===== config.mk =====
export PLATFORM = sky130hd
export DESIGN_NAME = spi_master
export DESIGN_NICKNAME = d
export VERILOG_FILES = /design/src/rtl/spi_pkg.sv /design/src/rtl/spi_regs.sv /design/src/rtl/spi_clkgen.sv /design/src/rtl/spi_shifter.sv /design/src/rtl/spi_master.sv
export SDC_FILE = /design/constraint.sdc
export NUM_CORES = 1
export LEC_CHECK = 0
export BUFFER_PORTS_ARGS = -buffer_cell sky130_fd_sc_hd__buf_2
export CORE_ASPECT_RATIO = 0.6
export CORE_MARGIN = 8
export CORE_UTILIZATION = 45
export CTS_CLUSTER_SIZE = 14
export DETAILED_ROUTE_END_ITERATION = 8
export PLACE_DENSITY = 0.62
export SYNTH_ARGS = -nofsm -noshare
export SYNTH_HDL_FRONTEND = slang
export SYNTH_SLANG_ARGS = --single-unit

===== constraint.sdc =====
create_clock -name clk -period 4.71 [get_ports clk]
set_input_delay 0.471 -clock clk [delete_from_list [all_inputs] [get_ports clk]]
set_output_delay 0.471 -clock clk [all_outputs]
set_load 0.02 [all_outputs]

===== src/rtl/spi_pkg.sv =====
package spi_pkg;

	// --------------------------------------------------------------------------
	// register map
	// --------------------------------------------------------------------------

	// address 3 is unmapped and reads as zero.
	typedef enum logic [1:0] {
		SPI_CTRL = 2'd0,    // control.
		SPI_STAT = 2'd1,    // status, read only.
		SPI_DATA = 2'd2     // tx buffer on write, rx buffer on read.
	} spi_addr_e;

	// control register, msb first.
	typedef struct packed {
		logic       en;     // block enable, low aborts a transfer.
		logic       cpol;   // sck idle level.
		logic       cpha;   // sample on trailing edge when set.
		logic       ie;     // irq on rxne.
		logic       spare;
		logic [2:0] div;    // tick every 2^(div+1) clocks.
	} spi_ctrl_t;

	// status register.
	typedef struct packed {
		logic       txe;    // tx buffer empty.
		logic       rxne;   // rx buffer holds an unread word.
		logic       busy;   // shift engine active.
		logic [4:0] zero;
	} spi_stat_t;

	// --------------------------------------------------------------------------
	// bus strobes
	// --------------------------------------------------------------------------

	// data travels beside this struct, its width is a module parameter.
	typedef struct packed {
		logic      wr;
		logic      rd;
		spi_addr_e addr;
	} spi_bus_t;

	// --------------------------------------------------------------------------
	// shift engine
	// --------------------------------------------------------------------------

	typedef enum logic [1:0] {
		SH_IDLE  = 2'd0,    // waiting for a word.
		SH_LEAD  = 2'd1,    // sck at cpol, next tick is the leading edge.
		SH_TRAIL = 2'd2     // sck active, next tick is the trailing edge.
	} spi_shift_state_e;

endpackage


===== src/rtl/spi_regs.sv =====
`timescale 1ns/1ps

module spi_regs #(
	parameter int DATA_W = 8
) (
	input  logic               clk,
	input  logic               rst_n,
	input  spi_pkg::spi_bus_t  bus,
	input  logic [DATA_W-1:0]  wdata,
	input  logic               tx_take,
	input  logic               rx_done,
	input  logic [DATA_W-1:0]  rx_word,
	input  logic               busy,
	output logic [DATA_W-1:0]  rdata,
	output spi_pkg::spi_ctrl_t ctrl,
	output logic [DATA_W-1:0]  tx_word,
	output logic               tx_valid,
	output logic               irq
);

	logic               txe;
	logic               rxne;
	logic [DATA_W-1:0]  rx_buf;
	logic               wr_ctrl;
	logic               wr_data;
	logic               rd_data;
	spi_pkg::spi_stat_t stat;

	// --------------------------------------------------------------------------
	// strobe decode
	// --------------------------------------------------------------------------

	assign wr_ctrl = bus.wr && (bus.addr == spi_pkg::SPI_CTRL);
	assign wr_data = bus.wr && (bus.addr == spi_pkg::SPI_DATA);
	assign rd_data = bus.rd && (bus.addr == spi_pkg::SPI_DATA);   // pops rxne.

	always_ff @(posedge clk or negedge rst_n) begin
		if (!rst_n) begin
			ctrl <= '0;
		end else if (wr_ctrl) begin
			ctrl <= wdata[7:0];   // control fits the low byte.
		end
	end

	// --------------------------------------------------------------------------
	// flags and buffers
	// --------------------------------------------------------------------------

	always_ff @(posedge clk or negedge rst_n) begin
		if (!rst_n) begin
			txe  <= 1'b1;
			rxne <= 1'b0;
		end else if (!ctrl.en) begin
			txe  <= 1'b1;
			rxne <= 1'b0;
		end else begin
			// a new write wins over a take at the same edge.
			if (wr_data)
				txe <= 1'b0;
			else if (tx_take)
				txe <= 1'b1;
			// fresh data wins over a read.
			if (rx_done)
				rxne <= 1'b1;
			else if (rd_data)
				rxne <= 1'b0;
		end
	end

	always_ff @(posedge clk) begin
		if (!ctrl.en) begin
			tx_word <= '0;
			rx_buf  <= '0;
		end else begin
			if (wr_data)
				tx_word <= wdata;   // overwrites a queued word.
			if (rx_done)
				rx_buf <= rx_word;  // unread word is lost.
		end
	end

	assign tx_valid = !txe;

	// --------------------------------------------------------------------------
	// read mux and irq
	// --------------------------------------------------------------------------

	always_comb begin
		stat      = '0;
		stat.txe  = txe;
		stat.rxne = rxne;
		stat.busy = busy;
	end

	always_comb begin
		rdata = '0;
		if (bus.rd) begin
			case (bus.addr)
				spi_pkg::SPI_CTRL: rdata[7:0] = ctrl;
				spi_pkg::SPI_STAT: rdata[7:0] = stat;
				spi_pkg::SPI_DATA: rdata = rx_buf;
				default:           rdata = '0;
			endcase
		end
	end

	always_ff @(posedge clk or negedge rst_n) begin
		if (!rst_n)
			irq <= 1'b0;
		else
			irq <= rxne && ctrl.ie;
	end

	// the shift engine only loads a word the buffer really holds.
	a_take_needs_valid: assert property (
		@(posedge clk) disable iff (!rst_n) tx_take |-> tx_valid);

endmodule


===== src/rtl/spi_clkgen.sv =====
`timescale 1ns/1ps

module spi_clkgen #(
	parameter int DIV_W = 8
) (
	input  logic               clk,
	input  logic               rst_n,
	input  spi_pkg::spi_ctrl_t ctrl,
	input  logic               run,
	output logic               tick
);

	logic [DIV_W-1:0] cnt;
	logic [DIV_W:0]   span;   // one bit wider, div=7 on an 8 bit counter.
	logic [DIV_W-1:0] mask;

	// --------------------------------------------------------------------------
	// prescaler counter
	// --------------------------------------------------------------------------

	// restarts from zero whenever the shift engine is idle.
	always_ff @(posedge clk or negedge rst_n) begin
		if (!rst_n)
			cnt <= '0;
		else if (!run)
			cnt <= '0;
		else
			cnt <= cnt + 1'b1;
	end

	// --------------------------------------------------------------------------
	// tick decode
	// --------------------------------------------------------------------------

	// low div+1 bits.
	always_comb begin
		span = ({{DIV_W{1'b0}}, 1'b1} << ({1'b0, ctrl.div} + 4'd1)) - 1'b1;
		mask = span[DIV_W-1:0];
	end

	// all ones below bit div+1 means that bit flips on the next count,
	// one pulse per half period of sck.
	assign tick = run && ((cnt & mask) == mask);

	// half periods never run together.
	a_tick_single: assert property (
		@(posedge clk) disable iff (!rst_n) tick |=> !tick);

endmodule


===== src/rtl/spi_shifter.sv =====
`timescale 1ns/1ps

module spi_shifter #(
	parameter int DATA_W = 8
) (
	input  logic               clk,
	input  logic               rst_n,
	input  spi_pkg::spi_ctrl_t ctrl,
	input  logic               tick,
	input  logic [DATA_W-1:0]  tx_word,
	input  logic               tx_valid,
	input  logic               miso,
	output logic               run,
	output logic               tx_take,
	output logic [DATA_W-1:0]  rx_word,
	output logic               rx_done,
	output logic               busy,
	output logic               sck,
	output logic               mosi
);

	localparam int               CNT_W    = $clog2(DATA_W);
	localparam logic [CNT_W-1:0] LAST_BIT = CNT_W'(DATA_W - 1);

	spi_pkg::spi_shift_state_e state;
	spi_pkg::spi_shift_state_e state_nx;
	logic [CNT_W-1:0]          bit_cnt;
	logic [CNT_W-1:0]          bit_cnt_nx;
	logic [DATA_W-1:0]         sh;        // tx bits leave the top, rx bits enter the bottom.
	logic [DATA_W-1:0]         sh_nx;
	logic [DATA_W-1:0]         sh_shift;
	logic                      rx_bit;    // leading-edge sample for cpha=0.
	logic                      rx_bit_nx;
	logic                      mosi_nx;

	// cpha=1 samples miso right at the trailing tick.
	assign sh_shift = {sh[DATA_W-2:0], ctrl.cpha ? miso : rx_bit};
	assign rx_word  = sh_shift;   // only meaningful with rx_done.
	assign run      = (state != spi_pkg::SH_IDLE);
	assign busy     = run;

	// --------------------------------------------------------------------------
	// next state
	// --------------------------------------------------------------------------

	always_comb begin
		state_nx   = state;
		bit_cnt_nx = bit_cnt;
		sh_nx      = sh;
		rx_bit_nx  = rx_bit;
		mosi_nx    = mosi;
		tx_take    = 1'b0;
		rx_done    = 1'b0;
		if (!ctrl.en) begin
			state_nx = spi_pkg::SH_IDLE;   // abort.
			mosi_nx  = 1'b0;
		end else begin
			case (state)
				spi_pkg::SH_IDLE: begin
					tx_take = tx_valid;
				end
				spi_pkg::SH_LEAD: begin
					if (tick) begin
						state_nx = spi_pkg::SH_TRAIL;
						if (ctrl.cpha)
							mosi_nx = sh[DATA_W-1];   // drive on leading edge.
						else
							rx_bit_nx = miso;         // sample on leading edge.
					end
				end
				spi_pkg::SH_TRAIL: begin
					if (tick) begin
						sh_nx = sh_shift;
						if (bit_cnt == LAST_BIT) begin
							rx_done  = 1'b1;
							state_nx = spi_pkg::SH_IDLE;
							tx_take  = tx_valid;   // back to back, no gap.
						end else begin
							bit_cnt_nx = bit_cnt + 1'b1;
							state_nx   = spi_pkg::SH_LEAD;
							if (!ctrl.cpha)
								mosi_nx = sh[DATA_W-2];   // next bit after shift.
						end
					end
				end
				default: state_nx = spi_pkg::SH_IDLE;
			endcase
			// load, from idle or right after the last trailing edge.
			if (tx_take) begin
				state_nx   = spi_pkg::SH_LEAD;
				bit_cnt_nx = '0;
				sh_nx      = tx_word;
				// cpha=1 leaves mosi alone until the first leading edge.
				if (!ctrl.cpha)
					mosi_nx = tx_word[DATA_W-1];
			end
		end
	end

	// --------------------------------------------------------------------------
	// registers
	// --------------------------------------------------------------------------

	always_ff @(posedge clk or negedge rst_n) begin
		if (!rst_n) begin
			state   <= spi_pkg::SH_IDLE;
			bit_cnt <= '0;
			sck     <= 1'b0;
			mosi    <= 1'b0;
		end else begin
			state   <= state_nx;
			bit_cnt <= bit_cnt_nx;
			sck     <= ctrl.cpol ^ (state_nx == spi_pkg::SH_TRAIL);   // active half.
			mosi    <= mosi_nx;
		end
	end

	always_ff @(posedge clk) begin
		sh     <= sh_nx;
		rx_bit <= rx_bit_nx;
	end

	// a word only completes out of an active transfer.
	a_no_done_idle: assert property (
		@(posedge clk) disable iff (!rst_n) rx_done |-> state != spi_pkg::SH_IDLE);

endmodule


===== src/rtl/spi_master.sv =====
`timescale 1ns/1ps

module spi_master #(
	parameter int DATA_W = 8,   // 8 or 16.
	parameter int DIV_W  = 8
) (
	input  logic              clk,
	input  logic              rst_n,
	input  spi_pkg::spi_bus_t bus,
	input  logic [DATA_W-1:0] wdata,
	output logic [DATA_W-1:0] rdata,
	output logic              irq,
	output logic              sck,
	output logic              mosi,
	input  logic              miso
);

	spi_pkg::spi_ctrl_t ctrl;
	logic [DATA_W-1:0]  tx_word;
	logic               tx_valid;
	logic               tx_take;
	logic [DATA_W-1:0]  rx_word;
	logic               rx_done;
	logic               busy;
	logic               run;
	logic               tick;

	// --------------------------------------------------------------------------
	// cpu side
	// --------------------------------------------------------------------------

	spi_regs #(.DATA_W(DATA_W)) regs0 (
		.clk      (clk),
		.rst_n    (rst_n),
		.bus      (bus),
		.wdata    (wdata),
		.tx_take  (tx_take),
		.rx_done  (rx_done),
		.rx_word  (rx_word),
		.busy     (busy),
		.rdata    (rdata),
		.ctrl     (ctrl),
		.tx_word  (tx_word),
		.tx_valid (tx_valid),
		.irq      (irq)
	);

	// --------------------------------------------------------------------------
	// spi side
	// --------------------------------------------------------------------------

	spi_clkgen #(.DIV_W(DIV_W)) clkgen0 (
		.clk   (clk),
		.rst_n (rst_n),
		.ctrl  (ctrl),
		.run   (run),
		.tick  (tick)
	);

	spi_shifter #(.DATA_W(DATA_W)) shifter0 (
		.clk      (clk),
		.rst_n    (rst_n),
		.ctrl     (ctrl),
		.tick     (tick),
		.tx_word  (tx_word),
		.tx_valid (tx_valid),
		.miso     (miso),
		.run      (run),
		.tx_take  (tx_take),
		.rx_word  (rx_word),
		.rx_done  (rx_done),
		.busy     (busy),
		.sck      (sck),
		.mosi     (mosi)
	);

endmodule


* Word-level counts from Yosys, hierarchy flattened
Cells that the tools add are included.
Storage, ports and cells: register bits 51, bits of input ports 15, output and inout port bits 11, logic and storage cells 91
Cells by class: add/subtract/negate cells 4, eq/ne operators 10, shift-type cells 1, muxes and demuxes 41, bitwise logic cells 3, reductions and logical operators 14
Operators by type and width (number):
- 8-bit two-way mux | 5
- 1-bit two-way mux | 24
- 8-bit one-hot mux with 3 select lines | 1
- 3-bit two-way mux | 4
- 8-bit by 1-bit adder with 8-bit output (second input constant) | 1
- 8-bit AND | 1
- 8-bit == test | 1
- 2-bit two-way mux | 4
- 4-bit AND reduction | 2
- 1-bit by 4-bit << shifter with 8-bit output (first input constant) | 1
- 8-bit by 1-bit subtractor with 8-bit output (second input constant) | 1
- 2-bit == test (second input constant) | 3
- 3-bit by 2-bit != test with 1-bit output (second input constant) | 2
- 2-bit one-hot mux with 3 select lines | 1
- 2-bit nonzero test | 3
- 1-bit logical AND | 5
- 3-bit by 1-bit adder with 4-bit output (second input constant) | 1
- 2-bit by 1-bit == test with 1-bit output (second input constant) | 2
- 2-bit zero test | 2
- 1-bit one-hot mux with 2 select lines | 2
- 3-bit by 1-bit adder with 3-bit output (second input constant) | 1
- 3-bit == test (second input constant) | 1
- 3-bit AND reduction | 1
- 2-bit != test (second input constant) | 1
- other kinds (3) | 3

* Logic depth before layout (Yosys ltp)
depth after elaboration 13, gate-level depth with buffers 11, depth with buffers taken out 9

* Cells and area by module
A second synthesis with hierarchy kept.
Second synthesis, totals: cell total of the unflattened synthesis 247, area total of the unflattened synthesis 2671.3 um2
Modules (own cells, without submodules):
- spi_regs | instances 1, cells an instance 114, area each 1202.4 um2, sequential area each 596.8 um2
- spi_shifter | instances 1, cells an instance 83, area each 980.9 um2, sequential area each 445.4 um2
- spi_clkgen | instances 1, cells an instance 50, area each 488.0 um2, sequential area each 200.2 um2

* Least setup slack after synthesis
Ideal clock, no wire load.
path kind register to register, from reg regs0.ctrl[2] (netlist name), to reg shifter0.sh[0] (enable), library setup time 373 ps, data arrival time 2988 ps, required time 4337 ps, setup slack 1349 ps, cell stages (with the launch flop) 11, path buffers 2, period minus slack after synthesis 3361 ps, cell sequence dfrtp_1 -> clkbuf_1 -> or3_1 -> ha_1 -> or2_2 -> o2111ai_1 -> or4_4 -> o32ai_2 -> buf_2 -> a21oi_1 -> nor2b_1
On the way: word-level cells in the longest chain between the ends 11, elaborated cells on any way between the ends 12, classes of those cells add/sub: 2; eq/ne: 1; shift: 1; mux: 3; bitwise: 1; reduce/logical: 4
Ends and longest elaborated chain:
- 3-bit by 1-bit adder with 4-bit output * | RTL line spi_clkgen.sv:37 | span = ({{DIV_W{1'b0}}, 1'b1} << ({1'b0, ctrl.div} + 4'd1)) - 1'b1;
- 1-bit by 4-bit << shifter with 8-bit output * | RTL line spi_clkgen.sv:37
- 8-bit by 1-bit subtractor with 8-bit output * | RTL line spi_clkgen.sv:37
- 8-bit AND | RTL line spi_clkgen.sv:43 | assign tick = run && ((cnt & mask) == mask);
- 8-bit == test * | RTL line spi_clkgen.sv:43
- 1-bit logical AND * | RTL line spi_clkgen.sv:43
- 1-bit two-way mux | RTL line spi_shifter.sv:72 | if (tick) begin
- 1-bit one-hot mux with 2 select lines | RTL line spi_shifter.sv:58 | case (state)
- 1-bit two-way mux | RTL line spi_shifter.sv:54 | if (!ctrl.en) begin
- 2-bit nonzero test (no source line)
- 3-bit AND reduction (no source line) *
- end signal: assignment | RTL line spi_shifter.sv:119 | sh <= sh_nx;
- end: declaration | RTL line spi_shifter.sv:29 | logic [DATA_W-1:0] sh;
Mark *: on every way between the ends. The rest lies on a longest branch, timed or not. The select of a mux whose other input is x is not followed. A chain may end at the register's enable or synchronous reset.

* Worst setup path after layout
from reg regs0.ctrl[1] (netlist name), to reg shifter0.sck
On the way: word-level cells in the longest chain between the ends 13, elaborated cells on any way between the ends 16, classes of those cells add/sub: 2; eq/ne: 2; shift: 1; mux: 8; bitwise: 2; reduce/logical: 1
Ends and longest elaborated chain:
- 3-bit by 1-bit adder with 4-bit output * | RTL line spi_clkgen.sv:37
- 1-bit by 4-bit << shifter with 8-bit output * | RTL line spi_clkgen.sv:37
- 8-bit by 1-bit subtractor with 8-bit output * | RTL line spi_clkgen.sv:37
- 8-bit AND | RTL line spi_clkgen.sv:43
- 8-bit == test * | RTL line spi_clkgen.sv:43
- 1-bit logical AND * | RTL line spi_clkgen.sv:43
- 1-bit two-way mux | RTL line spi_shifter.sv:72
- 1-bit one-hot mux with 2 select lines | RTL line spi_shifter.sv:58
- 1-bit two-way mux | RTL line spi_shifter.sv:54
- 2-bit two-way mux * | RTL line spi_shifter.sv:89 | if (tx_take) begin
- 2-bit two-way mux * | RTL line spi_shifter.sv:54
- 2-bit == test * | RTL line spi_shifter.sv:113 | sck <= ctrl.cpol ^ (state_nx == spi_pkg::SH_TRAIL);
- 1-bit XOR * | RTL line spi_shifter.sv:113
- end signal: assignment | RTL line spi_shifter.sv:113
- end: declaration | RTL line spi_shifter.sv:18 | output logic sck,
Marked as above.

==> flow_metrics.tcl <==
set metrics [dict create \
    worst_pin_slew_ns 0.859 \
    synth_area_leader_cell "dfrtp_1" \
    layout.nets 278 \
    synth_edf_count 9 \
    clock_path_buffers 2 \
    dp_hpwl_um 3860 \
    ctsRootBufferMaster "clkbuf_8" \
    p_total_mw 0.886 \
    grtUsageMet2_pct 18.1 \
    ys_ff_latch 51 \
    finClkSkew_ns 0.00611 \
    status "completed" \
    max-slew-margin-rel_pct 41.9 \
    crit_required_ns 4.89 \
    ys.flop_type "dfrtp_1" \
    p_per_area_mw_per_mm2 308 \
    grt_pass1_vias 1677 \
    dpl_worst_slack_ns 1.43 \
    cp_max_fo 10 \
    ys_top_cells_by_count "dfrtp_1 (25), mux2i_1 (25), nor2b_1 (24), mux2_2 (17), nor2_1 (17)" \
    synthArstFlopShare_pct 51.0 \
    critPathBufInv 0 \
    r2r-start "regs0.ctrl[1]$_DFFE_PN0P_" \
    post-cts-setup-buffer-count 0 \
    cts_sinks 51 \
    synth_top_cell_area_share_pct 24.0 \
    worst_hold_slack_ns 0.172 \
    r2r-end "shifter0.sck$_DFF_PN0_" \
    syn-num-nets 257 \
    clock_latency_ns 0.30 \
    die_w_um 114 \
    clk_pin_slew_ns 0.10 \
    antenna_left 0 \
    crit_arrival_ns 3.52 \
    grtUsageMet3_pct 3.60 \
    power_leakage_nw 1.20 \
    wl_per_cell_um 15.8 \
    cts_tree "done" \
    die_y_um 75.0 \
    overflow 0 \
    setup_viol 0 \
    layout.area.seq_mm2 0.00124 \
    rsz0062_at_grt "no" \
    n_antenna_cell 0 \
    dieArea_mm2 0.00857 \
    coreArea_mm2 0.00560 \
    synth_cell_type_count 52 \
    drt_iter0_markers 31 \
    syn-cell-area_mm2 0.00261 \
    final_max_slew_viol_count 0 \
    grt_max_degree 30 \
    initial_core_util_pct 46.6 \
    crit_start "regs0.ctrl[1]$_DFFE_PN0P_" \
    cts_resized 0 \
    firstDrtPassIters 4 \
    io_pins 26 \
    syn_to_final_growth_pct 10.5 \
    yosysWarnings 0 \
    critPathSlowestCell "nor4b_1" \
    top_usage_layer "met1" \
    layout-drive-gt1-share_pct 22.3 \
    cp_cell_sequence "or3_1 -> ha_1 -> or2_2 -> o2111ai_1 -> or4_4 -> nor4b_1 -> a311o_1 -> a2111oi_4 -> xor2_1" \
    via_per_inst 5.17 \
    period_minus_slack_ns 3.35 \
    cp_slowest_stage_delay_ns 0.77 \
    path_class "reg2reg" \
    fill_cells 522 \
    gp_congestion 0.753 \
    row_count 21 \
    avgSynthCellArea_um2 11.1 \
    ir_drop_mv 0.199 \
    multiInputGateArea_mm2 0.00130 \
    synth_cells 234 \
    use_met1_pct 20.4 \
    worst-r2r-setup-slack_ns 1.36 \
    timing.fmax_mhz 299 \
    grt.total_usage_pct 13.4 \
    wl_um 5300 \
    end_kind "flip-flop" \
    min_period_over_period_pct 71.0 \
    grt_pass1_wl_um 8850 \
    final_hold_viol_count 0 \
    synth.area.top_cells "dfrtp_1 (24%), dfxtp_1 (12%), edfxtp_1 (10%), mux2i_1 (9.6%), mux2_2 (7.3%)" \
    vias 1737 \
    crit_family "simple AND/OR/NAND/NOR gates" \
    numCtsBuffers 5 \
    drc 0 \
    htreeDepth 2 \
    hp-class "in2async" \
    setup_slack_ns 1.36 \
    ys_seq_area_share_pct 47.6 \
    rr_worst_depth 9 \
    tns_ns 0 \
    io_buffers 25 \
    maxCapViolations 0 \
    ctsHoldBuffers 0 \
    antenna_found_initial 0 \
    critPathLaunchType "flip-flop" \
]
[routing by layer]
layer	routed length, um	up-vias
li1	-	872
met1	3040	836
met2	2070	25
met3	158	4
met4	32	0
met5	0	-
[state kept, by name (all words and copies together) (netlist names)]
register and flops:
clkgen0.cnt 8, regs0.ctrl 8, regs0.irq 1, regs0.rx_buf 8, regs0.rxne 1, regs0.tx_word 8
regs0.txe 1, shifter0.bit_cnt 3, shifter0.mosi 1, shifter0.rx_bit 1, shifter0.sck 1, shifter0.sh 8
shifter0.state 2
[cells in the final DEF, fill, tap and decap left out, drive strengths merged, types with 4 or more instances in the layout]
cell	Yosys	layout
nand3b	4	4
and2	4	4
nor2b	24	24
and3	4	4
nor2	17	17
dfxtp	16	16
mux2i	25	25
xor2	5	5
a21oi	4	4
edfxtp	9	9
nand3	7	7
buf	5	26
dfrtp	25	25
o21ai	4	4
inv	4	4
clkbuf	7	5
mux2	18	18
ha	8	8
nand2	8	8
[worst max-delay path by stage]
| stage | to | slack (ns) | cells past startpoint |
|---|---|---|---|
| after floorplan | shifter0.sh[0]$_DFFE_PP_ | 1.35 | 10 |
| after global placement | shifter0.sh[2]$_DFFE_PP_ | 1.50 | 8 |
| after detailed placement | shifter0.bit_cnt[2]$_DFFE_PN0P_ | 1.43 | 8 |
| after CTS | shifter0.bit_cnt[2]$_DFFE_PN0P_ | 1.40 | 8 |
| after global routing | shifter0.bit_cnt[2]$_DFFE_PN0P_ | 1.09 | 8 |
| final | shifter0.sck$_DFF_PN0_ | 1.36 | 9 |
[worst reg2reg max path, stage by stage, from the launching register on]
cell and delay, ns:
dfrtp_1 0.50, or3_1 0.41, ha_1 0.28, or2_2 0.10, o2111ai_1 0.12, or4_4 0.47
nor4b_1 0.77, a311o_1 0.31, a2111oi_4 0.11, xor2_1 0.15
[power by group]
group          internal (mW)  switching [mW]  leakage, nW  total, mW
combinational         0.0649          0.0611        0.611      0.126
sequential             0.469          0.0403        0.551      0.509
clock                  0.104           0.148       0.0418      0.251
[logic make-up (layout without fill, tap and decap cells)]
group | after synthesis | count (layout) | synth area share, %
AO/OA/AOI/OAI | 28 | 28 | 9.07
flip-flops | 51 | 51 | 47.6
XOR/XNOR | 7 | 7 | 2.35
other | 1 | 1 | 0.144
multiplexers | 43 | 43 | 17.4
AND/OR/NAND/NOR | 80 | 80 | 17.0
adder cells (fa/ha/maj) | 8 | 8 | 3.84
buffers and inverters | 16 | 38 | 2.59
[final cells by class]
cell class | instances | area share (%)
clock buffers | 5 | 2.39
flip-flops and latches | 51 | 43.1
repair buffers | 26 | 4.60
clock inverters | 3 | 0.695
multi-input cells | 167 | 45.2
well taps | 80 | 3.47
inverters | 4 | 0.521
[stage by stage]
step	instances	instance area, um^2	util, %
after global placement	328	2790	49.9
after floorplan	234	2610	-
after detailed placement	328	2790	49.9
after CTS	336	2880	51.5
final	336	2880	51.5
after global routing	336	2880	51.5
Power figures use the tool's default switching activity.
